[src/hw/rom_loader_pkg.sv]
// Address width, header layout constants, region names and the start table union.
package rom_loader_pkg;

    localparam int ADDR_W = 22;               // Download byte address and SDRAM word address.
    localparam int HEADER_BYTES = 32;         // The body starts right after this.
    localparam int START_FIRST = 8;           // First byte of the region start table.
    localparam int START_BYTES = 8;           // Four 16-bit start fields.
    localparam int BLOCK_W = ADDR_W - 8;      // Starts count 256-byte blocks.

    typedef logic [ADDR_W-1:0] prog_addr_t;

    // Region of the byte that is being downloaded, in address order.
    typedef enum logic [2:0] {
        region_cpu = 3'd0,
        region_snd = 3'd1,
        region_chr = 3'd2,
        region_scr = 3'd3,
        region_obj = 3'd4
    } region_e;

    // Field view of the start table. The last field sits in the low bits.
    typedef struct packed {
        logic [15:0] snd;
        logic [15:0] chr;
        logic [15:0] scr;
        logic [15:0] obj;
    } start_fields_t;

    // The parser fills the table byte by byte and the mapper reads the fields.
    typedef union packed {
        logic [START_BYTES-1:0][7:0] bytes;
        start_fields_t fields;
    } start_table_u;

endpackage

[src/hw/region_map_if.sv]
// Interface carrying the game configuration byte and the region start table.
`timescale 1ns/1ps

interface region_map_if
    import rom_loader_pkg::*;
();

    logic [7:0] cfg;             // Header byte 0.
    start_table_u starts;        // Header bytes 8 to 15.

    modport source (
        output cfg,
        output starts
    );

    modport user (
        input cfg,
        input starts
    );

endinterface

[src/hw/prog_req_if.sv]
// Interface carrying one SDRAM byte-lane write request and its accept pulse.
`timescale 1ns/1ps

interface prog_req_if
    import rom_loader_pkg::*;
();

    logic       valid;
    prog_addr_t addr;
    logic [7:0] data;
    logic [1:0] mask;            // Active low lane enables.
    logic       accept;

    modport source (
        output valid, addr, data, mask,
        input  accept
    );

    modport sink (
        input  valid, addr, data, mask,
        output accept
    );

endinterface

[src/hw/rom_header_parser.sv]
// ROM header parser that captures the configuration byte and the region start table.
`timescale 1ns/1ps

module rom_header_parser
    import rom_loader_pkg::*;
(
    input  logic         clk,
    input  logic         reset,
    input  logic         downloading,
    input  prog_addr_t   ioctl_addr,
    input  logic [7:0]   ioctl_dout,
    input  logic         ioctl_wr,
    region_map_if.source map
);

    logic [7:0]   cfg_q;
    start_table_u starts_q;
    logic         byte_strobe;
    logic         is_cfg;
    logic         is_start;

    assign byte_strobe = ioctl_wr && downloading;
    assign is_cfg = ioctl_addr == '0;
    assign is_start = ioctl_addr >= prog_addr_t'(START_FIRST) &&
                      ioctl_addr < prog_addr_t'(START_FIRST + START_BYTES);

    always_ff @(posedge clk) begin
        if (reset) begin
            cfg_q <= '0;
            starts_q <= '0;
        end else if (byte_strobe) begin
            if (is_cfg) begin
                cfg_q <= ioctl_dout;
            end
            if (is_start) begin
                // Byte 8 is shifted up until byte 15 lands in the low position.
                starts_q.bytes <= {starts_q.bytes[START_BYTES-2:0], ioctl_dout};
            end
        end
    end

    assign map.cfg = cfg_q;
    assign map.starts = starts_q;

endmodule

[src/hw/rom_region_mapper.sv]
// Region classifier and direct write address former for the ROM body bytes.
`timescale 1ns/1ps

module rom_region_mapper
    import rom_loader_pkg::*;
#(
    parameter prog_addr_t CPU_OFFSET  = '0,
    parameter prog_addr_t SND_OFFSET  = '0,
    parameter prog_addr_t CHAR_OFFSET = '0,
    parameter prog_addr_t OBJ_OFFSET  = '0
) (
    input  logic         clk,
    input  logic         reset,
    input  logic         downloading,
    input  prog_addr_t   ioctl_addr,
    input  logic [7:0]   ioctl_dout,
    input  logic         ioctl_wr,
    region_map_if.user   map,
    prog_req_if.source   req,
    output logic         scr_byte,
    output logic [7:0]   scr_data,
    output logic         body_other
);

    logic [BLOCK_W-1:0] snd_start;
    logic [BLOCK_W-1:0] chr_start;
    logic [BLOCK_W-1:0] scr_start;
    logic [BLOCK_W-1:0] obj_start;
    prog_addr_t         body;
    prog_addr_t         snd_rel;
    prog_addr_t         chr_rel;
    prog_addr_t         obj_rel;
    logic [BLOCK_W-1:0] blk;
    logic               is_body;
    logic               body_strobe;
    region_e            region;
    prog_addr_t         direct_addr;
    logic [1:0]         direct_mask;

    assign snd_start = map.starts.fields.snd[BLOCK_W-1:0];
    assign chr_start = map.starts.fields.chr[BLOCK_W-1:0];
    assign scr_start = map.starts.fields.scr[BLOCK_W-1:0];
    assign obj_start = map.starts.fields.obj[BLOCK_W-1:0];

    assign body = ioctl_addr - prog_addr_t'(HEADER_BYTES);    // Offset past the header.
    assign snd_rel = body - {snd_start, 8'd0};
    assign chr_rel = body - {chr_start, 8'd0};
    assign obj_rel = body - {obj_start, 8'd0};
    assign blk = body[ADDR_W-1:8];

    assign is_body = ioctl_addr >= prog_addr_t'(HEADER_BYTES);
    assign body_strobe = ioctl_wr && downloading && is_body;

    // Regions follow each other, so the first start above the block wins.
    always_comb begin
        if (blk < snd_start) begin
            region = region_cpu;
        end else if (blk < chr_start) begin
            region = region_snd;
        end else if (blk < scr_start) begin
            region = region_chr;
        end else if (blk < obj_start) begin
            region = region_scr;
        end else begin
            region = region_obj;
        end
    end

    always_comb begin
        case (region)
            region_snd: direct_addr = {1'b0, snd_rel[ADDR_W-1:1]} + SND_OFFSET;
            region_chr: direct_addr = {1'b0, chr_rel[ADDR_W-1:1]} + CHAR_OFFSET;
            region_obj: direct_addr = {1'b0, obj_rel[ADDR_W-1:7], obj_rel[5:2],
                                       obj_rel[6], obj_rel[1]} + OBJ_OFFSET;
            default:    direct_addr = {1'b0, body[ADDR_W-1:1]} + CPU_OFFSET;
        endcase
        // CPU and sound put even bytes low, graphics put them high.
        if (body[0] ^ (region == region_cpu || region == region_snd)) begin
            direct_mask = 2'b10;
        end else begin
            direct_mask = 2'b01;
        end
    end

    always_ff @(posedge clk) begin
        if (reset) begin
            req.valid <= 1'b0;
            scr_byte <= 1'b0;
            body_other <= 1'b0;
        end else begin
            req.valid <= body_strobe && region != region_scr;    // Single-cycle pulse.
            scr_byte <= body_strobe && region == region_scr;
            body_other <= body_strobe && region != region_scr;
        end
    end

    always_ff @(posedge clk) begin
        if (body_strobe) begin
            req.addr <= direct_addr;
            req.data <= ioctl_dout;
            req.mask <= direct_mask;
            scr_data <= ioctl_dout;
        end
    end

endmodule

[src/hw/scroll_nibble_packer.sv]
// Scroll byte collector that rewrites each group of four bytes as nibble-packed writes.
`timescale 1ns/1ps

module scroll_nibble_packer
    import rom_loader_pkg::*;
#(
    parameter prog_addr_t SCR_OFFSET = '0
) (
    input  logic       clk,
    input  logic       reset,
    input  logic       scr_byte,
    input  logic [7:0] scr_data,
    input  logic       body_other,
    prog_req_if.source req
);

    logic [23:0] collect;        // Bytes b2, b1 and b0 of the group being filled.
    logic [31:0] group;          // The full group b3 to b0 being written out.
    logic [1:0]  fill;
    logic [1:0]  step;           // Which of the four rewrites is offered.
    logic        valid_q;
    prog_addr_t  scr_addr;

    always_ff @(posedge clk) begin
        if (scr_byte) begin
            collect <= {scr_data, collect[23:8]};
            if (fill == 2'd3) begin
                group <= {scr_data, collect};
            end
        end
    end

    always_ff @(posedge clk) begin
        if (reset) begin
            fill <= '0;
            step <= '0;
            valid_q <= 1'b0;
            scr_addr <= SCR_OFFSET;
        end else begin
            if (req.accept) begin
                step <= step + 2'd1;
                if (step == 2'd3) begin
                    valid_q <= 1'b0;
                    scr_addr <= scr_addr + prog_addr_t'(2);    // Two words per group.
                end
            end
            if (scr_byte) begin
                fill <= fill + 2'd1;
                if (fill == 2'd3) begin
                    valid_q <= 1'b1;
                    step <= '0;
                end
            end
            if (body_other) begin
                fill <= '0;
                scr_addr <= SCR_OFFSET;    // Leaving the scroll region restarts it.
            end
        end
    end

    assign req.valid = valid_q;
    assign req.addr = scr_addr + prog_addr_t'(step[1]);
    assign req.mask = step[0] ? 2'b01 : 2'b10;

    // High nibbles go to word A and low nibbles to word A+1.
    always_comb begin
        case (step)
            2'd0:    req.data = {group[15:12], group[7:4]};
            2'd1:    req.data = {group[31:28], group[23:20]};
            2'd2:    req.data = {group[11:8], group[3:0]};
            default: req.data = {group[27:24], group[19:16]};
        endcase
    end

endmodule

[src/hw/prog_write_port.sv]
// SDRAM write port that arbitrates direct and scroll requests and holds the write enable.
`timescale 1ns/1ps

module prog_write_port
    import rom_loader_pkg::*;
(
    input  logic       clk,
    input  logic       reset,
    input  logic       downloading,
    input  logic       ioctl_wr,
    input  logic       sdram_ack,
    prog_req_if.sink   direct,
    prog_req_if.sink   scroll,
    output prog_addr_t prog_addr,
    output logic [7:0] prog_data,
    output logic [1:0] prog_mask,    // Active low.
    output logic       prog_we
);

    logic take_scroll;

    // Scroll rewrites only fill idle slots between host bytes.
    assign take_scroll = scroll.valid && !prog_we && !ioctl_wr && downloading &&
                         !direct.valid;
    assign scroll.accept = take_scroll;
    assign direct.accept = direct.valid;    // A direct request is never refused.

    always_ff @(posedge clk) begin
        if (reset) begin
            prog_we <= 1'b0;
        end else if (!downloading) begin
            prog_we <= 1'b0;
        end else if (direct.valid) begin
            prog_we <= 1'b1;
        end else if (sdram_ack) begin
            prog_we <= 1'b0;
        end else if (take_scroll) begin
            prog_we <= 1'b1;
        end
    end

    always_ff @(posedge clk) begin
        if (direct.valid) begin
            prog_addr <= direct.addr;    // Overrides a scroll write in flight.
            prog_data <= direct.data;
            prog_mask <= direct.mask;
        end else if (take_scroll) begin
            prog_addr <= scroll.addr;
            prog_data <= scroll.data;
            prog_mask <= scroll.mask;
        end
    end

endmodule

[src/hw/rom_download_loader.sv]
// Top level of the ROM download preprocessor with header parser, mapper, packer and write port.
`timescale 1ns/1ps

module rom_download_loader
    import rom_loader_pkg::*;
#(
    parameter prog_addr_t CPU_OFFSET  = '0,
    parameter prog_addr_t SND_OFFSET  = '0,
    parameter prog_addr_t CHAR_OFFSET = '0,
    parameter prog_addr_t OBJ_OFFSET  = '0,
    parameter prog_addr_t SCR_OFFSET  = '0
) (
    input  logic       clk,
    input  logic       reset,
    input  logic       downloading,
    input  prog_addr_t ioctl_addr,
    input  logic [7:0] ioctl_dout,
    input  logic       ioctl_wr,
    input  logic       sdram_ack,
    output prog_addr_t prog_addr,
    output logic [7:0] prog_data,
    output logic [1:0] prog_mask,
    output logic       prog_we,
    output logic [7:0] game_cfg
);

    logic       scr_byte;
    logic [7:0] scr_data;
    logic       body_other;

    region_map_if map ();
    prog_req_if   direct_req ();
    prog_req_if   scroll_req ();

    rom_header_parser u_parser (
        .clk         (clk),
        .reset       (reset),
        .downloading (downloading),
        .ioctl_addr  (ioctl_addr),
        .ioctl_dout  (ioctl_dout),
        .ioctl_wr    (ioctl_wr),
        .map         (map.source)
    );

    rom_region_mapper #(
        .CPU_OFFSET  (CPU_OFFSET),
        .SND_OFFSET  (SND_OFFSET),
        .CHAR_OFFSET (CHAR_OFFSET),
        .OBJ_OFFSET  (OBJ_OFFSET)
    ) u_mapper (
        .clk         (clk),
        .reset       (reset),
        .downloading (downloading),
        .ioctl_addr  (ioctl_addr),
        .ioctl_dout  (ioctl_dout),
        .ioctl_wr    (ioctl_wr),
        .map         (map.user),
        .req         (direct_req.source),
        .scr_byte    (scr_byte),
        .scr_data    (scr_data),
        .body_other  (body_other)
    );

    scroll_nibble_packer #(
        .SCR_OFFSET (SCR_OFFSET)
    ) u_packer (
        .clk        (clk),
        .reset      (reset),
        .scr_byte   (scr_byte),
        .scr_data   (scr_data),
        .body_other (body_other),
        .req        (scroll_req.source)
    );

    prog_write_port u_write_port (
        .clk         (clk),
        .reset       (reset),
        .downloading (downloading),
        .ioctl_wr    (ioctl_wr),
        .sdram_ack   (sdram_ack),
        .direct      (direct_req.sink),
        .scroll      (scroll_req.sink),
        .prog_addr   (prog_addr),
        .prog_data   (prog_data),
        .prog_mask   (prog_mask),
        .prog_we     (prog_we)
    );

    assign game_cfg = map.cfg;    // Header byte 0 goes straight to the game.

endmodule

[config.mk]
export PLATFORM = sky130hd
export DESIGN_NAME = rom_download_loader
export DESIGN_NICKNAME = d
export VERILOG_FILES = /design/src/hw/rom_loader_pkg.sv /design/src/hw/region_map_if.sv /design/src/hw/prog_req_if.sv /design/src/hw/rom_header_parser.sv /design/src/hw/rom_region_mapper.sv /design/src/hw/scroll_nibble_packer.sv /design/src/hw/prog_write_port.sv /design/src/hw/rom_download_loader.sv
export SDC_FILE = /design/constraint.sdc
export NUM_CORES = 1
export LEC_CHECK = 0
export ABC_AREA = 0
export BUFFER_PORTS_ARGS = -buffer_cell sky130_fd_sc_hd__buf_4
export CAP_MARGIN = 0
export CORE_AREA = 10 10 185 169
export CTS_BUF_LIST = sky130_fd_sc_hd__clkbuf_8
export CTS_CLUSTER_SIZE = 10
export DETAILED_ROUTE_END_ITERATION = 6
export DIE_AREA = 0 0 195 179
export GPL_TIMING_DRIVEN = 0
export SYNTH_ARGS = -nofsm -noshare
export SYNTH_HDL_FRONTEND = slang
export SYNTH_SLANG_ARGS = --single-unit
export TNS_END_PERCENT = 20
[constraint.sdc]
create_clock -name clk -period 6.84 [get_ports clk]
set_input_delay 0.342 -clock clk [delete_from_list [all_inputs] [get_ports clk]]
set_output_delay 0.342 -clock clk [all_outputs]
set_load 0.005 [all_outputs]
==> results of run 1 <==
==> worst max-delay path, stage by stage <==
cell and delay [ns]:
sky130_fd_sc_hd__buf_4 0.12, sky130_fd_sc_hd__inv_1 0.13, sky130_fd_sc_hd__ha_1 0.25, sky130_fd_sc_hd__nand2_1 0.12
sky130_fd_sc_hd__nor2_1 0.10, sky130_fd_sc_hd__nand2_1 0.13, sky130_fd_sc_hd__or3_1 0.35, sky130_fd_sc_hd__xor2_1 0.20
sky130_fd_sc_hd__inv_1 0.21, sky130_fd_sc_hd__ha_1 0.39, sky130_fd_sc_hd__a21o_1 0.19, sky130_fd_sc_hd__a21oi_1 0.29
sky130_fd_sc_hd__nand4_1 0.17, sky130_fd_sc_hd__a31oi_1 0.40, sky130_fd_sc_hd__o21ai_0 0.14, sky130_fd_sc_hd__a21oi_1 0.55
sky130_fd_sc_hd__buf_2 0.33, sky130_fd_sc_hd__a2bb2oi_1 0.19, sky130_fd_sc_hd__o221ai_1 0.18
==> power by group <==
group / internal (mW) / switching [mW] / leakage [nW]
Combinational: 0.113 / 0.163 / 2.43
Clock: 0.548 / 0.528 / 0.418
Sequential: 1.40 / 0.0102 / 1.86
==> area by class of cell <==
type	instances	area, µm²
plain buffers	39	200
clock buffers	40	551
clock inverters	29	136
fillers	2643	15000
inverters	75	282
multi-input cells	733	4790
flip-flops and latches	218	5560
well taps	360	450
repair buffers	79	621
==> cells by family (layout without fill, tap and decap cells) <==
| kind of cell | after synthesis | after routing | synth area share [%] |
|---|---|---|---|
| muxes | 32 | 32 | 3.20 |
| adders and majority gates | 67 | 67 | 7.96 |
| xor gates and xnor gates | 67 | 67 | 5.43 |
| AOI/OAI and AO/OA | 222 | 222 | 13.3 |
| buffers and inverters | 114 | 262 | 4.45 |
| and+or+nand+nor | 345 | 345 | 14.3 |
| DFF | 218 | 218 | 51.4 |
==> how the worst min path moves through the flow <==
stage | cells after the start | from | endpoint | slack, ns
3_3_place_gp | 0 | u_packer.collect[3]$_DFFE_PP_ | u_packer.group[3]$_DFFE_PP_ | 0.40
6_report | 1 | ioctl_dout[6] | u_mapper.req.data[6]$_DFFE_PP_ | 0.02
3_5_place_dp | 0 | u_packer.collect[4]$_DFFE_PP_ | u_packer.group[4]$_DFFE_PP_ | 0.41
2_1_floorplan | 0 | u_packer.collect[0]$_DFFE_PP_ | u_packer.group[0]$_DFFE_PP_ | 0.40
4_1_cts | 1 | ioctl_dout[4] | u_mapper.req.data[4]$_DFFE_PP_ | 0.002
5_1_grt | 1 | ioctl_dout[4] | u_mapper.req.data[4]$_DFFE_PP_ | 0.004
==> state kept, by name, summed over array words and instances, names as in the netlist, 2 cells and up <==
signal and count:
u_parser.map.starts 62, u_packer.group 32, u_packer.collect 24, u_write_port.prog_addr 22, u_mapper.req.addr 21, u_packer.scr_addr 21, u_mapper.req.data 8, u_parser.map.cfg 8
u_write_port.prog_data 8, u_mapper.req.mask 2, u_packer.fill 2, u_packer.step 2, u_write_port.prog_mask 2
==> placed cells by master, fill, tap and decap left out, types with 21 or more instances in the layout <==
cell type                  synthesis  layout
sky130_fd_sc_hd__clkbuf_1         26      26
sky130_fd_sc_hd__inv_1            74      91
sky130_fd_sc_hd__nor2_1           60      60
sky130_fd_sc_hd__clkbuf_8          0      40
sky130_fd_sc_hd__dfxtp_1          99      99
sky130_fd_sc_hd__xor2_1           36      36
sky130_fd_sc_hd__xnor2_1          31      31
sky130_fd_sc_hd__buf_4             1      76
sky130_fd_sc_hd__edfxtp_1        119     119
sky130_fd_sc_hd__nand2_1         181     181
sky130_fd_sc_hd__ha_1             64      64
sky130_fd_sc_hd__o21ai_0          21      21
sky130_fd_sc_hd__mux2_2           21      21
sky130_fd_sc_hd__a21oi_1          97      96
==> routing by layer <==
| metal | vias to the layer above | wire (µm) |
|---|---|---|
| met4 | 0 | 643 |
| met3 | 44 | 1630 |
| met1 | 3808 | 12900 |
| met5 | - | 0 |
| met2 | 202 | 12500 |
| li1 | 4015 | - |
==> timing repair <==
action | in CTS | in global routing
hold buffers | 2 | 1
endpoints found under the hold margin | 2 | 1
gates resized for setup | 0 | 0
==> insert_results.sql, run 1 <==
INSERT INTO impl_metrics (metric_group, metric, value, unit) VALUES
('status', 'run_status', 'finished clean', ''),
('cells_and_area', 'syn_to_layout_area_delta', '16.4', '%'),
('sta', 'finalSetupTns', '0', 'ns'),
('critical_path', 'arrival', '4.80', 'ns'),
('grt', 'overflow_left_after_global_routing', '0', ''),
('logic_synthesis', 'mappedNetlistNets', '1167', ''),
('power_and_ir_drop', 'ir_worst_vdd', '102', 'µV'),
('power_and_ir_drop', 'power.total', '2.77', 'mW'),
('grt', 'global_route.usage.met3', '2.94', '%'),
('sta', 'min_period_over_period', '66.4', '%'),
('grt', 'first_global_vias', '7936', ''),
('sta', 'clock-skew-final', '0.0218', 'ns'),
('sta', 'hold_viol', '0', ''),
('placement', 'place.detailed.hpwl', '20500', 'µm'),
('power_and_ir_drop', 'leakagePower', '4.71', 'nW'),
('sta', 'rsz0062_at_grt', 'false', ''),
('logic_synthesis', 'ys_warn_count', '0', ''),
('critical_path', 'beginning_of_the_critical_path', 'ioctl_addr[6]', ''),
('logic_synthesis', 'synth.lib_cells_used.distinct', '65', ''),
('critical_path', 'worst-path-max-fanout', '10', ''),
('route', 'num_vias', '8069', ''),
('clock_network', 'tritoncts', 'done', ''),
('cells_and_area', 'final_net_count', '1286', ''),
('sta', 'period_needed', '4.54', 'ns'),
('critical_path', 'terminus_of_the_critical_flop_to_flop_path', 'u_mapper.req.addr[15]$_DFFE_PP_', ''),
('route', 'post-route-drc-count', '0', ''),
('logic_synthesis', 'post_synth_most_frequent_cells', 'sky130_fd_sc_hd__nand2_1, sky130_fd_sc_hd__edfxtp_1, sky130_fd_sc_hd__dfxtp_1', ''),
('logic_synthesis', 'synth-seq-area-share', '51.4', '%'),
('logic_synthesis', 'synthDominantCellAreaShare', '33.0', '%'),
('route', 'drt_first_pass_iters', '5', ''),
('logic_synthesis', 'synthMostInstantiatedCell', 'sky130_fd_sc_hd__nand2_1', ''),
('clock_network', 'cts_setup_buffers', '0', ''),
('route', 'drtAntennaViolNets', '0', ''),
('die', 'core.rowCount', '58', ''),
('clock_network', 'cts.clk_slew.worst_paths', '0.07', 'ns'),
('die', 'core_area', '27600', 'µm²'),
('placement', 'post-place-ws', '1.78', 'ns'),
('die', 'boundaryPins', '76', ''),
('sta', 'finalHoldWorstSlack', '0.0190', 'ns'),
('route', 'finalWirelength', '27600', 'µm'),
('clock_network', 'clock_root_cell', 'sky130_fd_sc_hd__clkbuf_8', ''),
('logic_synthesis', 'post_synth_instance_area', '10800', 'µm²'),
('die', 'die_x', '195', 'µm'),
('critical_path', 'crit_path_start_kind', 'input pin', ''),
('critical_path', 'setup.worst_path.class', 'input pin to flip-flop', ''),
('logic_synthesis', 'postSynthAreaPerCell', '10.2', 'µm²'),
('flow_run', 'maxCapViolCount', '0', ''),
('placement', 'dp.cells', '1501', ''),
('die', 'initial_utilization', '39.2', '%'),
('grt', 'grtUsageMet2', '24.4', '%'),
('sta', 'count_of_endpoints_failing_setup_in_the_final_report', '0', ''),
('critical_path', 'worstPathRequired', '7.09', 'ns'),
('critical_path', 'crit-reg2reg-launch', 'u_parser.map.starts[48]$_SDFFE_PP0P_', ''),
('logic_synthesis', 'synthArstFlopShare', '0', '%'),
('clock_network', 'numCtsBuffers', '38', ''),
('logic_synthesis', 'yosysTopAreaCell', 'sky130_fd_sc_hd__edfxtp_1', ''),
('cells_and_area', 'post_route_cells_drive_above_1_share', '13.8', '%'),
('die', 'die_height', '179', 'µm'),
('logic_synthesis', 'synth-edff-count', '119', ''),
('grt', 'wire_length_of_the_first_global_routing_pass', '43500', 'µm'),
('critical_path', 'worst_r2r_path_depth', '12', ''),
('sta', 'worst_slew_pin_tran', '1.31', 'ns'),
('critical_path', 'reg2reg_setup_slack', '3.33', 'ns'),
('grt', 'grt_antenna_before_repair', '0', ''),
('clock_network', 'clock_sinks', '218', ''),
('clock_network', 'cts-htree-levels', '2', ''),
('cells_and_area', 'post_layout_nonfiller_instances', '1573', ''),
('sta', 'max_freq', '220', 'MHz'),
('grt', 'grtUsageTotal', '15.5', '%'),
('grt', 'use_met1', '21.1', '%'),
('die', 'dieArea', '34900', 'µm²');
(Power assumes the default switching activity.)
==> run 2: changes to the inputs <==
- clock period: 6.84 -> 3.7 ns (I/O delays scaled with it)
==> run 2 against run 1 <==
Via count rose by 2.3%. Clock skew rose by 0.0092 ns. Final cell count rose by 1.6%. Combinational power rose by 110%. Sequential power rose by 84%. Non-clock buffer count rose by 27. Largest cell class unchanged.
==> insert_results.sql, run 2 (synthesized netlist as in run 1, its figures left out) <==
INSERT INTO impl_metrics (metric_group, metric, value, unit) VALUES
('sta', 'finalMaxSlewViolations', '0', ''),
('cells_and_area', 'syn_to_layout_area_delta', '22.2', '%'),
('route', 'finalWirelength', '28500', 'µm'),
('grt', 'wire_length_of_the_first_global_routing_pass', '44400', 'µm'),
('placement', 'finalWeightedCongestion', '0.882', ''),
('sta', 'worst_slew_pin_tran', '1.28', 'ns'),
('cells_and_area', 'antenna-diode-count', '0', ''),
('critical_path', 'crit_path_start_kind', 'input pin', ''),
('sta', 'finalHoldWorstSlack', '0.0384', 'ns'),
('sta', 'hold_viol', '0', ''),
('clock_network', 'numCtsBuffers', '39', ''),
('placement', 'buffer_ports.inserted', '75', ''),
('critical_path', 'arrival', '3.91', 'ns'),
('route', 'route.detailed.wl_per_inst', '17.8', 'µm'),
('grt', 'first_global_vias', '8046', ''),
('power_and_ir_drop', 'leakagePower', '4.89', 'nW'),
('critical_path', 'worst_r2r_path_depth', '11', ''),
('placement', 'place.detailed.hpwl', '20600', 'µm'),
('die', 'boundaryPins', '76', ''),
('worst_hold_path', 'whs_endpoint', 'u_mapper.req.addr[5]$_DFFE_PP_', ''),
('power_and_ir_drop', 'ir_worst_vdd', '216', 'µV'),
('grt', 'grt_start_max_net_pins', '36', ''),
('die', 'core.rowCount', '58', ''),
('die', 'die_height', '179', 'µm'),
('cells_and_area', 'layout_common_cells', 'sky130_fd_sc_hd__nand2_1, sky130_fd_sc_hd__edfxtp_1, sky130_fd_sc_hd__dfxtp_1, sky130_fd_sc_hd__buf_4, sky130_fd_sc_hd__a21oi_1', ''),
('placement', 'placed_area', '11900', 'µm²'),
('cells_and_area', 'final_net_count', '1314', ''),
('sta', 'rsz0062_at_grt', 'true', ''),
('critical_path', 'worst-path-max-fanout', '5', ''),
('flow_run', 'maxCapViolCount', '0', ''),
('route', 'vias_per_cell', '5.16', ''),
('clock_network', 'clock_sinks', '218', ''),
('die', 'core_area', '27600', 'µm²'),
('cells_and_area', 'nFillCells', '2623', ''),
('status', 'run_status', 'finished clean', ''),
('clock_network', 'clkLatencyLatePin', '0.56', 'ns'),
('worst_hold_path', 'min_from', 'ioctl_addr[5]', ''),
('clock_network', 'cts.clk_slew.worst_paths', '0.06', 'ns'),
('sta', 'max_freq', '277', 'MHz'),
('power_and_ir_drop', 'power_density', '412', 'nW/µm²'),
('route', 'num_vias', '8251', ''),
('critical_path', 'cp_endpoint_kind', 'flip-flop', ''),
('route', 'drtAntennaViolNets', '0', ''),
('clock_network', 'ctsLongestPathBuffers', '3', ''),
('worst_hold_path', 'hp-class', 'input pin to flip-flop', ''),
('critical_path', 'terminus_of_the_critical_flop_to_flop_path', 'u_mapper.req.addr[8]$_DFFE_PP_', ''),
('cells_and_area', 'post_route_cells_drive_above_1_share', '18.7', '%'),
('sta', 'period_needed', '3.61', 'ns'),
('route', 'drt_first_pass_iters', '5', ''),
('die', 'initial_utilization', '39.2', '%'),
('clock_network', 'tritoncts', 'done', ''),
('cells_and_area', 'final_cell_area', '13200', 'µm²'),
('die', 'dieArea', '34900', 'µm²'),
('sta', 'count_of_endpoints_failing_setup_in_the_final_report', '0', ''),
('sta', 'min_period_over_period', '97.5', '%'),
('critical_path', 'crit-reg2reg-launch', 'u_parser.map.starts[48]$_SDFFE_PP0P_', ''),
('critical_path', 'worstPathRequired', '4.01', 'ns'),
('grt', 'grt_antenna_before_repair', '0', ''),
('sta', 'clock-skew-final', '0.0310', 'ns'),
('critical_path', 'reg2reg_setup_slack', '0.55', 'ns'),
('grt', 'grtUsageTotal', '15.9', '%'),
('clock_network', 'clock_root_cell', 'sky130_fd_sc_hd__clkbuf_8', ''),
('cells_and_area', 'mostFrequentLayoutCell', 'sky130_fd_sc_hd__nand2_1', ''),
('worst_hold_path', 'whs_path_depth', '2', ''),
('cells_and_area', 'largest_reg_flops', '62', ''),
('route', 'dr.first_iter.drc_count', '547', ''),
('clock_network', 'cts-htree-levels', '2', ''),
('grt', 'overflow_left_after_global_routing', '0', ''),
('critical_path', 'setup.worst_path.class', 'input pin to flip-flop', ''),
('die', 'die_x', '195', 'µm'),
('route', 'post-route-drc-count', '0', ''),
('sta', 'maxSlewHeadroom', '14.7', '%');
## run 2: per-stage QoR
stage	std cells	TNS (ns)	total power [mW]	setup slack (ns)	utilization (%)
final	1598	0	5.44	0.0941	47.9
after global routing	1598	-0.0288	5.67	-0.0146	47.9
after CTS	1585	-0.0196	5.45	-0.0137	46.9
after detailed placement	1501	-17.13	3.18	-1.04	43.2
after global placement	1500	-23.51	3.17	-0.996	43.0
after floorplan	1065	0	2.98	0.00655	-
## run 2: routing by layer
metal / share of wire, % / track usage [%] / wire length [µm] / up-vias
li1: - / - / - / 4061
met1: 46 / 21.0 / 13100 / 3944
met2: 47 / 25.7 / 13300 / 187
met3: 4.6 / 2.79 / 1310 / 59
met4: 2.5 / 5.66 / 698 / 0
met5: 0 / 0 / 0 / -
## run 2: what timing repair did
action                                  CTS  global route
gates resized for setup                  15            40
pin swaps                                 2            15
setup buffers                             2            13
endpoints found under the setup margin   19            19
hold buffers                             16             0
hold endpoints to repair                 33             0
## run 2: critical path, stage by stage
cell                      delay (ns)
sky130_fd_sc_hd__buf_4          0.13
sky130_fd_sc_hd__or4_4          0.55
sky130_fd_sc_hd__or4_4          0.45
sky130_fd_sc_hd__nor3_1         0.26
sky130_fd_sc_hd__xor2_2         0.38
sky130_fd_sc_hd__ha_1           0.22
sky130_fd_sc_hd__nand2_1        0.08
sky130_fd_sc_hd__nor4_2         0.29
sky130_fd_sc_hd__o21ai_1        0.14
sky130_fd_sc_hd__o211a_1        0.29
sky130_fd_sc_hd__nor4_4         0.29
sky130_fd_sc_hd__buf_4          0.19
sky130_fd_sc_hd__buf_4          0.12
sky130_fd_sc_hd__mux2_2         0.32
## run 2: final cells by class
| cell class | count | area (µm²) | area share, % |
|---|---|---|---|
| buffer | 38 | 210 | 1.59 |
| clock buffer | 45 | 619 | 4.69 |
| clock inverter | 22 | 155 | 1.17 |
| inverter | 75 | 284 | 2.15 |
| multi-input combinational | 733 | 5080 | 38.4 |
| sequential | 218 | 5560 | 42.0 |
| tap | 360 | 450 | 3.41 |
| timing repair buffer | 107 | 863 | 6.53 |
## run 2: worst max-delay path by stage
stage | start | end | slack, ns
after floorplan | ioctl_addr[15] | u_mapper.req.addr[2]$_DFFE_PP_ | 0.007
after global placement | ioctl_addr[6] | u_mapper.req.addr[13]$_DFFE_PP_ | -1.0
after detailed placement | ioctl_addr[6] | u_mapper.req.addr[13]$_DFFE_PP_ | -1.04
after CTS | ioctl_addr[5] | u_mapper.req.addr[20]$_DFFE_PP_ | -0.01
after global routing | ioctl_addr[6] | u_mapper.req.addr[13]$_DFFE_PP_ | -0.01
final | ioctl_addr[15] | u_mapper.req.addr[2]$_DFFE_PP_ | 0.09
## run 2: power by group
group | internal (mW) | total [mW] | switching [mW]
combinational | 0.253 | 0.587 | 0.333
clock | 1.25 | 2.24 | 0.990
sequential | 2.60 | 2.61 | 0.0176
total | 4.10 | 5.44 | 1.34
==> run 3: changes to the inputs <==
- BUFFER_PORTS_ARGS: -buffer_cell sky130_fd_sc_hd__buf_4 -> default
- DONT_BUFFER_PORTS: default -> 1
==> run 3 against run 2 <==
Critical path depth grew 1. Combinational power down 15%. Critical path type unchanged. Largest cell class unchanged. Clock skew shrank 0.010 ns.
==> insert_results.sql, run 3 (synthesized netlist as in run 1, its figures left out) <==
INSERT INTO impl_metrics (metric_group, metric, value, unit) VALUES
('status', 'run_status', 'finished clean', ''),
('cells_and_area', 'mostFrequentLayoutCell', 'sky130_fd_sc_hd__nand2_1', ''),
('sta', 'worst_slew_pin_tran', '1.22', 'ns'),
('cells_and_area', 'final_net_count', '1232', ''),
('critical_path', 'worst-path-max-fanout', '10', ''),
('flow_run', 'maxCapViolCount', '0', ''),
('power_and_ir_drop', 'ir_worst_vdd', '168', 'µV'),
('cells_and_area', 'post_route_cells_drive_above_1_share', '11.4', '%'),
('route', 'num_vias', '7930', ''),
('die', 'boundaryPins', '76', ''),
('sta', 'hold_viol', '0', ''),
('power_and_ir_drop', 'power_density', '411', 'nW/µm²'),
('clock_network', 'clock_sinks', '218', ''),
('power_and_ir_drop', 'power.share.clock', '38.8', '%'),
('placement', 'place.detailed.hpwl', '20400', 'µm'),
('clock_network', 'clkLatencyLatePin', '0.53', 'ns'),
('sta', 'min_period_over_period', '99.2', '%'),
('grt', 'wire_length_of_the_first_global_routing_pass', '42600', 'µm'),
('clock_network', 'ctsLongestPathBuffers', '3', ''),
('sta', 'clock-skew-final', '0.0210', 'ns'),
('grt', 'grtUsageTotal', '15.4', '%'),
('sta', 'max_freq', '272', 'MHz'),
('die', 'dieArea', '34900', 'µm²'),
('power_and_ir_drop', 'power.total', '5.10', 'mW'),
('power_and_ir_drop', 'leakagePower', '4.45', 'nW'),
('clock_network', 'cts-htree-levels', '2', ''),
('route', 'finalWirelength', '28100', 'µm'),
('placement', 'finalWeightedCongestion', '0.922', ''),
('cells_and_area', 'layout_common_cells', 'sky130_fd_sc_hd__nand2_1, sky130_fd_sc_hd__edfxtp_1, sky130_fd_sc_hd__dfxtp_1, sky130_fd_sc_hd__a21oi_1, sky130_fd_sc_hd__inv_1', ''),
('power_and_ir_drop', 'internal-power', '3.84', 'mW'),
('route', 'vias_per_cell', '5.24', ''),
('power_and_ir_drop', 'share_seq_of_total_power', '51.4', '%'),
('grt', 'first_global_vias', '7714', ''),
('critical_path', 'crit_path_start_kind', 'input pin', ''),
('critical_path', 'cp_endpoint_kind', 'flip-flop', ''),
('clock_network', 'tritoncts', 'done', ''),
('grt', 'grt_antenna_before_repair', '0', ''),
('worst_hold_path', 'hp-class', 'input pin to flip-flop', ''),
('sta', 'count_of_endpoints_failing_setup_in_the_final_report', '0', ''),
('route', 'route.detailed.wl_per_inst', '18.5', 'µm'),
('clock_network', 'cts.clk_slew.worst_paths', '0.06', 'ns'),
('route', 'drt_first_pass_iters', '5', ''),
('power_and_ir_drop', 'logic_pwr_share', '9.8', '%'),
('grt', 'overflow_left_after_global_routing', '0', ''),
('critical_path', 'worstPathRequired', '3.93', 'ns'),
('cells_and_area', 'sequential_cell_area', '5560', 'µm²'),
('die', 'initial_utilization', '39.2', '%'),
('grt', 'grt_start_max_net_pins', '36', ''),
('die', 'core.rowCount', '58', ''),
('cells_and_area', 'nFillCells', '2641', ''),
('cells_and_area', 'multi_input_comb_area', '4980', 'µm²'),
('sta', 'finalHoldWorstSlack', '0.0436', 'ns'),
('power_and_ir_drop', 'power.share.switching', '24.7', '%'),
('critical_path', 'worst_r2r_path_depth', '10', ''),
('route', 'post-route-drc-count', '0', ''),
('clock_network', 'numCtsBuffers', '37', ''),
('die', 'die_height', '179', 'µm'),
('cells_and_area', 'antenna-diode-count', '0', ''),
('die', 'core_area', '27600', 'µm²'),
('cells_and_area', 'largest_reg_flops', '62', ''),
('placement', 'buffer_ports.inserted', '0', ''),
('worst_hold_path', 'whs_path_depth', '3', ''),
('sta', 'maxSlewHeadroom', '18.5', '%'),
('route', 'dr.first_iter.drc_count', '635', ''),
('die', 'die_x', '195', 'µm'),
('power_and_ir_drop', 'net-switching-power', '1.26', 'mW'),
('sta', 'finalMaxSlewViolations', '0', ''),
('critical_path', 'arrival', '3.90', 'ns'),
('critical_path', 'setup.worst_path.class', 'input pin to flip-flop', ''),
('cells_and_area', 'syn_to_layout_area_delta', '14.8', '%'),
('route', 'drtAntennaViolNets', '0', ''),
('clock_network', 'clock_root_cell', 'sky130_fd_sc_hd__clkbuf_8', ''),
('sta', 'rsz0062_at_grt', 'true', ''),
('sta', 'period_needed', '3.67', 'ns');
[run 3: changes by cell type in the layout (fill, tap and decap cells not counted), sizes merged]
| cell | previous run | this run |
|---|---|---|
| buf | 104 | 23 |
| bufinv | 2 | 0 |
| clkbuf | 70 | 67 |
| clkinv | 10 | 9 |
| dlygate4sd3 | 16 | 17 |
| inv | 84 | 85 |
[run 3: timing repair]
item	CTS	global route
resized for setup	5	29
hold buffers	17	0
setup buffers	0	9
setup endpoints to repair	15	19
hold endpoints to repair	34	0
pin swaps	0	7
[run 3: path summary, 6_finish.rpt]
path | from | to | slack, ns
worst max register to register | u_parser.map.starts[1]$_SDFFE_PP0P_ | u_mapper.req.addr[20]$_DFFE_PP_ | 0.55
worst max-delay path | ioctl_addr[15] | u_mapper.req.addr[17]$_DFFE_PP_ | 0.03
worst min register to register | u_packer.collect[3]$_DFFE_PP_ | u_packer.group[3]$_DFFE_PP_ | 0.42
worst min-delay path | ioctl_addr[20] | u_mapper.req.addr[19]$_DFFE_PP_ | 0.04
[run 3: routing by layer]
layer  share of wire, %  global-route usage [%]  vias up  routed length (µm)
li1                   -                       -     3901                   -
met1                 46                    20.0     3779               12800
met2                 47                    25.5      196               13100
met3                5.2                    2.75       54                1450
met4                2.5                    4.77        0                 692
met5                  0                       0        -                   0
[run 3: power groups by stage]
stage | combinational, mW | sequential, mW | clock (mW)
after detailed placement | 0.441 | 2.67 | 0
final | 0.501 | 2.62 | 1.98
after floorplan | 0.321 | 2.66 | 0
after CTS | 0.466 | 2.62 | 2.03
after global placement | 0.435 | 2.67 | 0
after global routing | 0.541 | 2.62 | 2.14
[run 3: metrics by stage]
stage | area [µm²] | util [%] | cells | TNS [ns] | worst slack [ns]
finish | 12400 | 45.0 | 1513 | 0 | 0.0294
global route | 12400 | 45.0 | 1513 | -0.275 | -0.0622
CTS | 12200 | 44.2 | 1504 | -0.0169 | -0.0169
detailed placement | 11300 | 41.1 | 1426 | -13.46 | -0.885
global placement | 11300 | 41.0 | 1425 | -17.52 | -0.927
floorplan | 10800 | - | 1065 | 0 | 0.00655
[run 3: critical path, cell delays in order]
cell,delay (ns)
sky130_fd_sc_hd__or4_1,0.58
sky130_fd_sc_hd__or4_4,0.46
sky130_fd_sc_hd__or2_2,0.31
sky130_fd_sc_hd__xor2_2,0.17
sky130_fd_sc_hd__inv_2,0.11
sky130_fd_sc_hd__ha_1,0.30
sky130_fd_sc_hd__a21oi_1,0.20
sky130_fd_sc_hd__o31ai_1,0.10
sky130_fd_sc_hd__o211ai_1,0.27
sky130_fd_sc_hd__o211ai_1,0.23
sky130_fd_sc_hd__and2_4,0.22
sky130_fd_sc_hd__a21oi_4,0.21
sky130_fd_sc_hd__buf_6,0.17
sky130_fd_sc_hd__a2bb2oi_1,0.19
sky130_fd_sc_hd__o221ai_1,0.19
[run 3: final cells by class]
type	instances	share of cell area, %
sequential	218	44.8
tap	360	3.63
buffer	38	1.67
multi-input combinational	733	40.1
timing repair buffer	27	2.14
inverter	75	2.30
clock inverter	20	0.736
clock buffer	42	4.66
